[src/source/rng_pkg.sv]
// Shared widths, register map, AXI response codes and generator constants
`default_nettype none

package rng_pkg;

    // Data bus, generator state and register contents
    parameter int data_width = 8;

    // Register map, compared against the full address
    parameter int unsigned addr_rand = 32'h0;
    parameter int unsigned addr_ctrl = 32'h1;

    // AXI response codes
    parameter logic [1:0] resp_okay   = 2'b00;
    parameter logic [1:0] resp_slverr = 2'b10;

    // Generator state after reset
    parameter logic [data_width-1:0] rand_reset = 8'h55;

    // CTRL after reset: bit 0 enable, bit 1 mode
    // Enabled, toggle mode
    parameter logic [1:0] ctrl_reset = 2'b01;

    // Galois feedback mask
    // Maximal length for 8 bits
    parameter logic [data_width-1:0] lfsr_taps = 8'hB8;

endpackage

`default_nettype wire

[src/source/axil_slave_port.sv]
// AXI4-Lite slave port with joined AW/W handshake, B and R response registers
`timescale 1ns/1ps
`default_nettype none

module axil_slave_port
    import rng_pkg::*;
#(
    parameter int addr_width = 4
) (
    input  logic                  clk,
    input  logic                  rst,

    // Write address channel
    input  logic [addr_width-1:0] s_axi_awaddr,
    input  logic                  s_axi_awvalid,
    output logic                  s_axi_awready,

    // Write data channel
    input  logic [data_width-1:0] s_axi_wdata,
    input  logic [0:0]            s_axi_wstrb,
    input  logic                  s_axi_wvalid,
    output logic                  s_axi_wready,

    // Write response channel
    output logic [1:0]            s_axi_bresp,
    output logic                  s_axi_bvalid,
    input  logic                  s_axi_bready,

    // Read address channel
    input  logic [addr_width-1:0] s_axi_araddr,
    input  logic                  s_axi_arvalid,
    output logic                  s_axi_arready,

    // Read data channel
    output logic [data_width-1:0] s_axi_rdata,
    output logic [1:0]            s_axi_rresp,
    output logic                  s_axi_rvalid,
    input  logic                  s_axi_rready,

    // Register bank side
    output logic                  wr_en,
    output logic [addr_width-1:0] wr_addr,
    output logic [data_width-1:0] wr_data,
    output logic                  wr_strb,
    input  logic                  wr_err,
    output logic                  rd_en,
    output logic [addr_width-1:0] rd_addr,
    input  logic [data_width-1:0] rd_data,
    input  logic                  rd_err
);

    // AW and W always open and close together, so one flag serves both
    logic                  wr_ready_q;
    logic                  bvalid_q;
    logic [1:0]            bresp_q;
    logic                  arready_q;
    logic                  rvalid_q;
    logic [data_width-1:0] rdata_q;
    logic [1:0]            rresp_q;

    logic                  wr_hs;
    logic                  b_hs;
    logic                  rd_hs;
    logic                  r_hs;

    // Handshakes
    assign wr_hs = s_axi_awvalid & s_axi_wvalid & wr_ready_q;
    assign b_hs  = bvalid_q & s_axi_bready;
    assign rd_hs = s_axi_arvalid & arready_q;
    assign r_hs  = rvalid_q & s_axi_rready;

    // Single-cycle strobes toward the register bank
    assign wr_en   = wr_hs;
    assign wr_addr = s_axi_awaddr;
    assign wr_data = s_axi_wdata;
    assign wr_strb = s_axi_wstrb[0];
    assign rd_en   = rd_hs;
    assign rd_addr = s_axi_araddr;

    // Channel outputs
    assign s_axi_awready = wr_ready_q;
    assign s_axi_wready  = wr_ready_q;
    assign s_axi_bvalid  = bvalid_q;
    assign s_axi_bresp   = bresp_q;
    assign s_axi_arready = arready_q;
    assign s_axi_rvalid  = rvalid_q;
    assign s_axi_rdata   = rdata_q;
    assign s_axi_rresp   = rresp_q;

    // Write side flags, one write outstanding
    always_ff @(posedge clk or posedge rst) begin
        if (rst) begin
            wr_ready_q <= 1'b1;
            bvalid_q   <= 1'b0;
        end else if (wr_hs) begin
            wr_ready_q <= 1'b0;
            bvalid_q   <= 1'b1;
        end else if (b_hs) begin
            wr_ready_q <= 1'b1;
            bvalid_q   <= 1'b0;
        end
    end

    // Write response, held until B is accepted
    always_ff @(posedge clk) begin
        if (wr_hs) begin
            bresp_q <= wr_err ? resp_slverr : resp_okay;
        end
    end

    // Read side flags, one read outstanding
    always_ff @(posedge clk or posedge rst) begin
        if (rst) begin
            arready_q <= 1'b1;
            rvalid_q  <= 1'b0;
        end else if (rd_hs) begin
            arready_q <= 1'b0;
            rvalid_q  <= 1'b1;
        end else if (r_hs) begin
            arready_q <= 1'b1;
            rvalid_q  <= 1'b0;
        end
    end

    // Read data sampled at the AR handshake edge
    always_ff @(posedge clk) begin
        if (rd_hs) begin
            rdata_q <= rd_data;
            rresp_q <= rd_err ? resp_slverr : resp_okay;
        end
    end

endmodule

`default_nettype wire

[src/source/rng_regs.sv]
// Register bank: address decode, CTRL register, read mux and error flags
`timescale 1ns/1ps
`default_nettype none

module rng_regs
    import rng_pkg::*;
#(
    parameter int addr_width = 4
) (
    input  logic                  clk,
    input  logic                  rst,

    // From the slave port
    input  logic                  wr_en,
    input  logic [addr_width-1:0] wr_addr,
    input  logic [data_width-1:0] wr_data,
    input  logic                  wr_strb,
    output logic                  wr_err,
    input  logic                  rd_en,
    input  logic [addr_width-1:0] rd_addr,
    output logic [data_width-1:0] rd_data,
    output logic                  rd_err,

    // Toward the generator core
    output logic                  load,
    output logic [data_width-1:0] load_value,
    output logic                  hold,
    output logic                  enable,
    output logic                  mode,
    input  logic [data_width-1:0] state
);

    // Map addresses sized to the bus, upper bits must be zero to hit
    localparam logic [addr_width-1:0] rand_addr = addr_width'(addr_rand);
    localparam logic [addr_width-1:0] ctrl_addr = addr_width'(addr_ctrl);

    logic [1:0] ctrl_q;
    logic       wr_hit_rand;
    logic       wr_hit_ctrl;
    logic       rd_hit_rand;
    logic       rd_hit_ctrl;

    // Decode
    assign wr_hit_rand = (wr_addr == rand_addr);
    assign wr_hit_ctrl = (wr_addr == ctrl_addr);
    assign rd_hit_rand = (rd_addr == rand_addr);
    assign rd_hit_ctrl = (rd_addr == ctrl_addr);

    // Unmapped accesses answer SLVERR
    assign wr_err = wr_en & ~(wr_hit_rand | wr_hit_ctrl);
    assign rd_err = rd_en & ~(rd_hit_rand | rd_hit_ctrl);

    // Seed load on a strobed RAND write
    // Every other write freezes the generator for that cycle
    assign load       = wr_en & wr_hit_rand & wr_strb;
    assign load_value = wr_data;
    assign hold       = wr_en & ~load;

    // CTRL fields
    assign enable = ctrl_q[0];
    assign mode   = ctrl_q[1];

    always_ff @(posedge clk or posedge rst) begin
        if (rst) begin
            ctrl_q <= ctrl_reset;
        end else if (wr_en && wr_hit_ctrl && wr_strb) begin
            ctrl_q <= wr_data[1:0];
        end
    end

    // Read mux, zero for unmapped
    always_comb begin
        rd_data = '0;
        if (rd_hit_rand) begin
            rd_data = state;
        end else if (rd_hit_ctrl) begin
            rd_data = {{(data_width-2){1'b0}}, ctrl_q};
        end
    end

endmodule

`default_nettype wire

[src/source/rng_core.sv]
// Generator core: state register with load, hold, toggle step and Galois LFSR step
`timescale 1ns/1ps
`default_nettype none

module rng_core
    import rng_pkg::*;
(
    input  logic                  clk,
    input  logic                  rst,
    input  logic                  load,
    input  logic [data_width-1:0] load_value,
    input  logic                  hold,
    input  logic                  enable,
    input  logic                  mode,
    output logic [data_width-1:0] state
);

    logic [data_width-1:0] state_q;
    logic [data_width-1:0] toggle_next;
    logic [data_width-1:0] lfsr_next;
    logic [data_width-1:0] step_next;

    // Toggle mode flips bit 0 only
    assign toggle_next = state_q ^ {{(data_width-1){1'b0}}, 1'b1};

    // Galois step, shift right and fold in the taps on a set LSB
    always_comb begin
        if (state_q == '0) begin
            // Zero would lock up the LFSR
            lfsr_next = {{(data_width-1){1'b0}}, 1'b1};
        end else if (state_q[0]) begin
            lfsr_next = (state_q >> 1) ^ lfsr_taps;
        end else begin
            lfsr_next = state_q >> 1;
        end
    end

    assign step_next = mode ? lfsr_next : toggle_next;

    // Priority: load, then hold or disabled, then step
    always_ff @(posedge clk or posedge rst) begin
        if (rst) begin
            state_q <= rand_reset;
        end else if (load) begin
            state_q <= load_value;
        end else if (!hold && enable) begin
            state_q <= step_next;
        end
    end

    assign state = state_q;

endmodule

`default_nettype wire

[src/source/rng_axil_top.sv]
// Top level of the AXI4-Lite random value generator: port, register bank and core
`timescale 1ns/1ps
`default_nettype none

module rng_axil_top
    import rng_pkg::*;
#(
    parameter int addr_width = 4
) (
    input  logic                  clk,
    input  logic                  rst,

    // Write address channel
    input  logic [addr_width-1:0] s_axi_awaddr,
    input  logic                  s_axi_awvalid,
    output logic                  s_axi_awready,

    // Write data channel
    input  logic [data_width-1:0] s_axi_wdata,
    input  logic [0:0]            s_axi_wstrb,
    input  logic                  s_axi_wvalid,
    output logic                  s_axi_wready,

    // Write response channel
    output logic [1:0]            s_axi_bresp,
    output logic                  s_axi_bvalid,
    input  logic                  s_axi_bready,

    // Read address channel
    input  logic [addr_width-1:0] s_axi_araddr,
    input  logic                  s_axi_arvalid,
    output logic                  s_axi_arready,

    // Read data channel
    output logic [data_width-1:0] s_axi_rdata,
    output logic [1:0]            s_axi_rresp,
    output logic                  s_axi_rvalid,
    input  logic                  s_axi_rready
);

    // Port to register bank
    logic                  wr_en;
    logic [addr_width-1:0] wr_addr;
    logic [data_width-1:0] wr_data;
    logic                  wr_strb;
    logic                  wr_err;
    logic                  rd_en;
    logic [addr_width-1:0] rd_addr;
    logic [data_width-1:0] rd_data;
    logic                  rd_err;

    // Register bank to core
    logic                  load;
    logic [data_width-1:0] load_value;
    logic                  hold;
    logic                  enable;
    logic                  mode;
    logic [data_width-1:0] state;

    axil_slave_port #(
        .addr_width (addr_width)
    ) port_i (
        .clk           (clk),
        .rst           (rst),
        .s_axi_awaddr  (s_axi_awaddr),
        .s_axi_awvalid (s_axi_awvalid),
        .s_axi_awready (s_axi_awready),
        .s_axi_wdata   (s_axi_wdata),
        .s_axi_wstrb   (s_axi_wstrb),
        .s_axi_wvalid  (s_axi_wvalid),
        .s_axi_wready  (s_axi_wready),
        .s_axi_bresp   (s_axi_bresp),
        .s_axi_bvalid  (s_axi_bvalid),
        .s_axi_bready  (s_axi_bready),
        .s_axi_araddr  (s_axi_araddr),
        .s_axi_arvalid (s_axi_arvalid),
        .s_axi_arready (s_axi_arready),
        .s_axi_rdata   (s_axi_rdata),
        .s_axi_rresp   (s_axi_rresp),
        .s_axi_rvalid  (s_axi_rvalid),
        .s_axi_rready  (s_axi_rready),
        .wr_en         (wr_en),
        .wr_addr       (wr_addr),
        .wr_data       (wr_data),
        .wr_strb       (wr_strb),
        .wr_err        (wr_err),
        .rd_en         (rd_en),
        .rd_addr       (rd_addr),
        .rd_data       (rd_data),
        .rd_err        (rd_err)
    );

    rng_regs #(
        .addr_width (addr_width)
    ) regs_i (
        .clk        (clk),
        .rst        (rst),
        .wr_en      (wr_en),
        .wr_addr    (wr_addr),
        .wr_data    (wr_data),
        .wr_strb    (wr_strb),
        .wr_err     (wr_err),
        .rd_en      (rd_en),
        .rd_addr    (rd_addr),
        .rd_data    (rd_data),
        .rd_err     (rd_err),
        .load       (load),
        .load_value (load_value),
        .hold       (hold),
        .enable     (enable),
        .mode       (mode),
        .state      (state)
    );

    rng_core core_i (
        .clk        (clk),
        .rst        (rst),
        .load       (load),
        .load_value (load_value),
        .hold       (hold),
        .enable     (enable),
        .mode       (mode),
        .state      (state)
    );

endmodule

`default_nettype wire

[config.mk]
export PLATFORM = sky130hd
export DESIGN_NAME = rng_axil_top
export DESIGN_NICKNAME = d
export VERILOG_FILES = /design/src/source/rng_pkg.sv /design/src/source/axil_slave_port.sv /design/src/source/rng_regs.sv /design/src/source/rng_core.sv /design/src/source/rng_axil_top.sv
export SDC_FILE = /design/constraint.sdc
export NUM_CORES = 1
export LEC_CHECK = 0
export BUFFER_PORTS_ARGS = -buffer_cell sky130_fd_sc_hd__buf_2
export CAP_MARGIN = 25
export CORE_MARGIN = 2
export CORE_UTILIZATION = 45
export CTS_BUF_LIST = sky130_fd_sc_hd__clkbuf_8
export CTS_CLUSTER_DIAMETER = 150
export DETAILED_ROUTE_END_ITERATION = 7
export PLACE_DENSITY = 0.77
export SLEW_MARGIN = 10
export SYNTH_ARGS = -nofsm -noshare
export SYNTH_HDL_FRONTEND = slang
export SYNTH_SLANG_ARGS = --single-unit
[constraint.sdc]
create_clock -name clk -period 1.4 [get_ports clk]
set_input_delay 0.14 -clock clk [delete_from_list [all_inputs] [get_ports clk]]
set_output_delay 0.14 -clock clk [all_outputs]
set_load 0.05 [all_outputs]
==> out/results.tsv <==
metric	value	unit
overflow	0	
syn_area_per_cell	11.7	um^2
coreArea	2410	um^2
drt_iter0_markers	15	
rsz0062_at_grt	yes	
relSlewSlack	0.664	
timing.final.crit_share	1.03	
clock_path_buffers	2	
maxCapViolCount	0	
clkPwrFrac	0.208	
outcome	complete, but fails checks	
io_pins	41	
cts_max_level	1	
clock-sinks	24	
hold_depth	2	
rows	18	
synth_edf_count	10	
power.leakage	0.000664	uW
fin_nets	163	
yosysUniqueCellTypes	28	
routabilityCongestion	0.774	
ys_top_cells_by_count	edfxtp_1 (10), mux2i_1 (10), and2_1 (8), nand2_1 (8), o21ai_0 (8)	
r2r_slack	-40	ps
intPower	1290	uW
ir_drop	0.931	mV
clk_pin_slew_worst_paths	80	ps
wire_per_inst	11.6	um
worst_pin_slew	503	ps
synth_cells	96	
slew_violations	0	
die_h	53.9	um
grt_pass1_wl	3080	um
area_delta_synth_final	27.0	%
yosysWarnings	0	
timing.fmax	0.693	GHz
slowest_delay	630	ps
async_flop_share	0.583	
track_usage	0.154	
crit_buf_inv	1	
fin_skew	2.14	ps
yosysSeqAreaShare	0.588	
hold_path.class	in2reg	
yosysTopAreaCell	edfxtp_1	
endpoint_kind	register	
synth_area	1120	um^2
setup_viol	1	
ys_ff_latch	24	
start_util	0.466	
num_antenna_cells	0	
grt_pass1_vias	739	
slowest_stage	dfstp_4	
path_class	reg2reg	
cp_cell_sequence	nand3_4, inv_2, and4b_1, a21oi_1, a221o_1	
crit_arrival	1640	ps
cts_setup_buffers	0	
grt_antenna_before_repair	0	
synth_top_area_frac	0.268	
clockRootBuffer	clkbuf_8	
dp_hpwl	1540	um
fin_ws	-42.4	ps
drt_first_pass_iters	4	
violations	negative setup slack	
drc	0	
critPathMaxFanout	5	
grt_max_degree	16	
rr_worst_depth	5	
seqPwrFrac	0.512	
clock_latency	260	ps
drt_wl_total	1960	um
hold_viol_final	0	
worst_setup_path_start_kind	register	
drive_gt1_frac	0.435	
cts_tree	done	
cts-buffers-inserted	3	
swShare	0.330	
dieArea	2910	um^2
netSwitchingPower	639	uW
tns	-42.4	ps
whs	26.3	ps
portBuffers	38	
critical_path_cell_count	5	
synthTopCellsByArea	edfxtp_1 (27%), dfstp_2 (16%), dfrtp_1 (16%), mux2i_1 (8.9%), and2_1 (4.5%)	
vias_per_cell	4.85	
vias	815	
fin_crit	1440	ps
fillers	197	
crit_family	flip-flops	
critPathRequiredTime	1590	ps
power_frac_comb	0.279	
synth_ff_type	edfxtp_1	
die_width	53.9	um
powerDensity	1360	nW/um^2
antenna_left	0	
-- layout make-up --
class	count	area [um^2]	area share
Tap cell	30	37.5	0.0263
Clock buffer	3	41.3	0.0290
Multi-Input combinational cell	62	418	0.293
Clock inverter	1	3.75	0.00263
Sequential cell	24	663	0.465
Timing Repair Buffer	44	246	0.173
Inverter	4	15.0	0.0105
-- logic make-up (layout without fill, tap and decap cells) --
kind of cell / after synthesis / count (layout) / synth area share
other: 1 / 2 / 0.00334
multiplexers: 12 / 12 / 0.109
XOR/XNOR: 3 / 3 / 0.0234
buffers and inverters: 11 / 52 / 0.0557
AO/OA/AOI/OAI: 14 / 14 / 0.0691
AND/OR/NAND/NOR: 31 / 31 / 0.152
flip-flops: 24 / 24 / 0.588
-- what timing repair did --
action / in CTS / in global routing
resized for setup: 4 / 6
setup endpoints to repair: 10 / 8
hold buffers: 1 / 0
endpoints found under the hold margin: 7 / 0
pin swaps: 0 / 1
-- through the flow --
step	util	worst slack (ps)	cells	total power, uW	instance area [um^2]
after floorplan	-	-185	97	1370	1140
after global placement	0.563	-14.3	163	1490	1360
after detailed placement	0.563	-52.1	163	1520	1360
after CTS	0.590	-29.8	168	1940	1420
after global routing	0.591	-103	168	2040	1430
final	0.591	-42.4	168	1930	1430
-- cell usage in the layout (no fill, tap or decap), types with 2 or more instances in the layout --
cell type / synthesis / routed
buf_4: 5 / 6
mux2i_1: 10 / 10
edfxtp_1: 10 / 10
and2_1: 8 / 7
nand2_1: 8 / 8
o21ai_1: 0 / 5
a21oi_1: 4 / 4
conb_1: 1 / 2
dfstp_2: 7 / 6
buf_2: 2 / 36
mux2_2: 2 / 2
o21ai_0: 8 / 3
nor2_1: 5 / 5
inv_1: 3 / 3
xor2_1: 3 / 3
dfrtp_1: 7 / 7
clkbuf_8: 0 / 3
-- per-layer routing --
layer | global-route usage | wire [um] | part of all wire | vias up
met1 | 0.181 | 840 | 0.43 | 369
met5 | 0 | 0 | 0 | -
li1 | - | - | - | 413
met2 | 0.258 | 963 | 0.49 | 28
met4 | 0.0897 | 43 | 0.022 | 0
met3 | 0.0333 | 110 | 0.056 | 5
-- flip-flops by register name, summed over array words and instances, names as in the netlist --
register and cells:
port_i.s_axi_rdata 8, port_i.s_axi_rresp 1, regs_i.ctrl_q 2, port_i.s_axi_awready 1, core_i.state 8, port_i.s_axi_bvalid 1, port_i.s_axi_bresp 1, port_i.s_axi_arready 1
port_i.s_axi_rvalid 1
-- power groups by stage --
stage	logic [uW]	clock network [uW]	registers, uW
finish	540	403	991
global route	585	448	1000
global placement	498	0	991
CTS	541	415	989
detailed placement	516	0	1000
floorplan	330	0	1040
-- final timing paths --
| path | end | start |
|---|---|---|
| setup / recovery | core_i.state[0] | port_i.s_axi_awready |
| setup reg to reg | core_i.state[0] | port_i.s_axi_awready |
| max in group asynchronous | core_i.state[4] | rst |
| min in group asynchronous | port_i.s_axi_rvalid | rst |
| hold reg to reg | port_i.s_axi_arready | port_i.s_axi_arready |
| hold / removal | port_i.s_axi_arready | s_axi_arvalid |
Power figures use the tool's default switching activity.
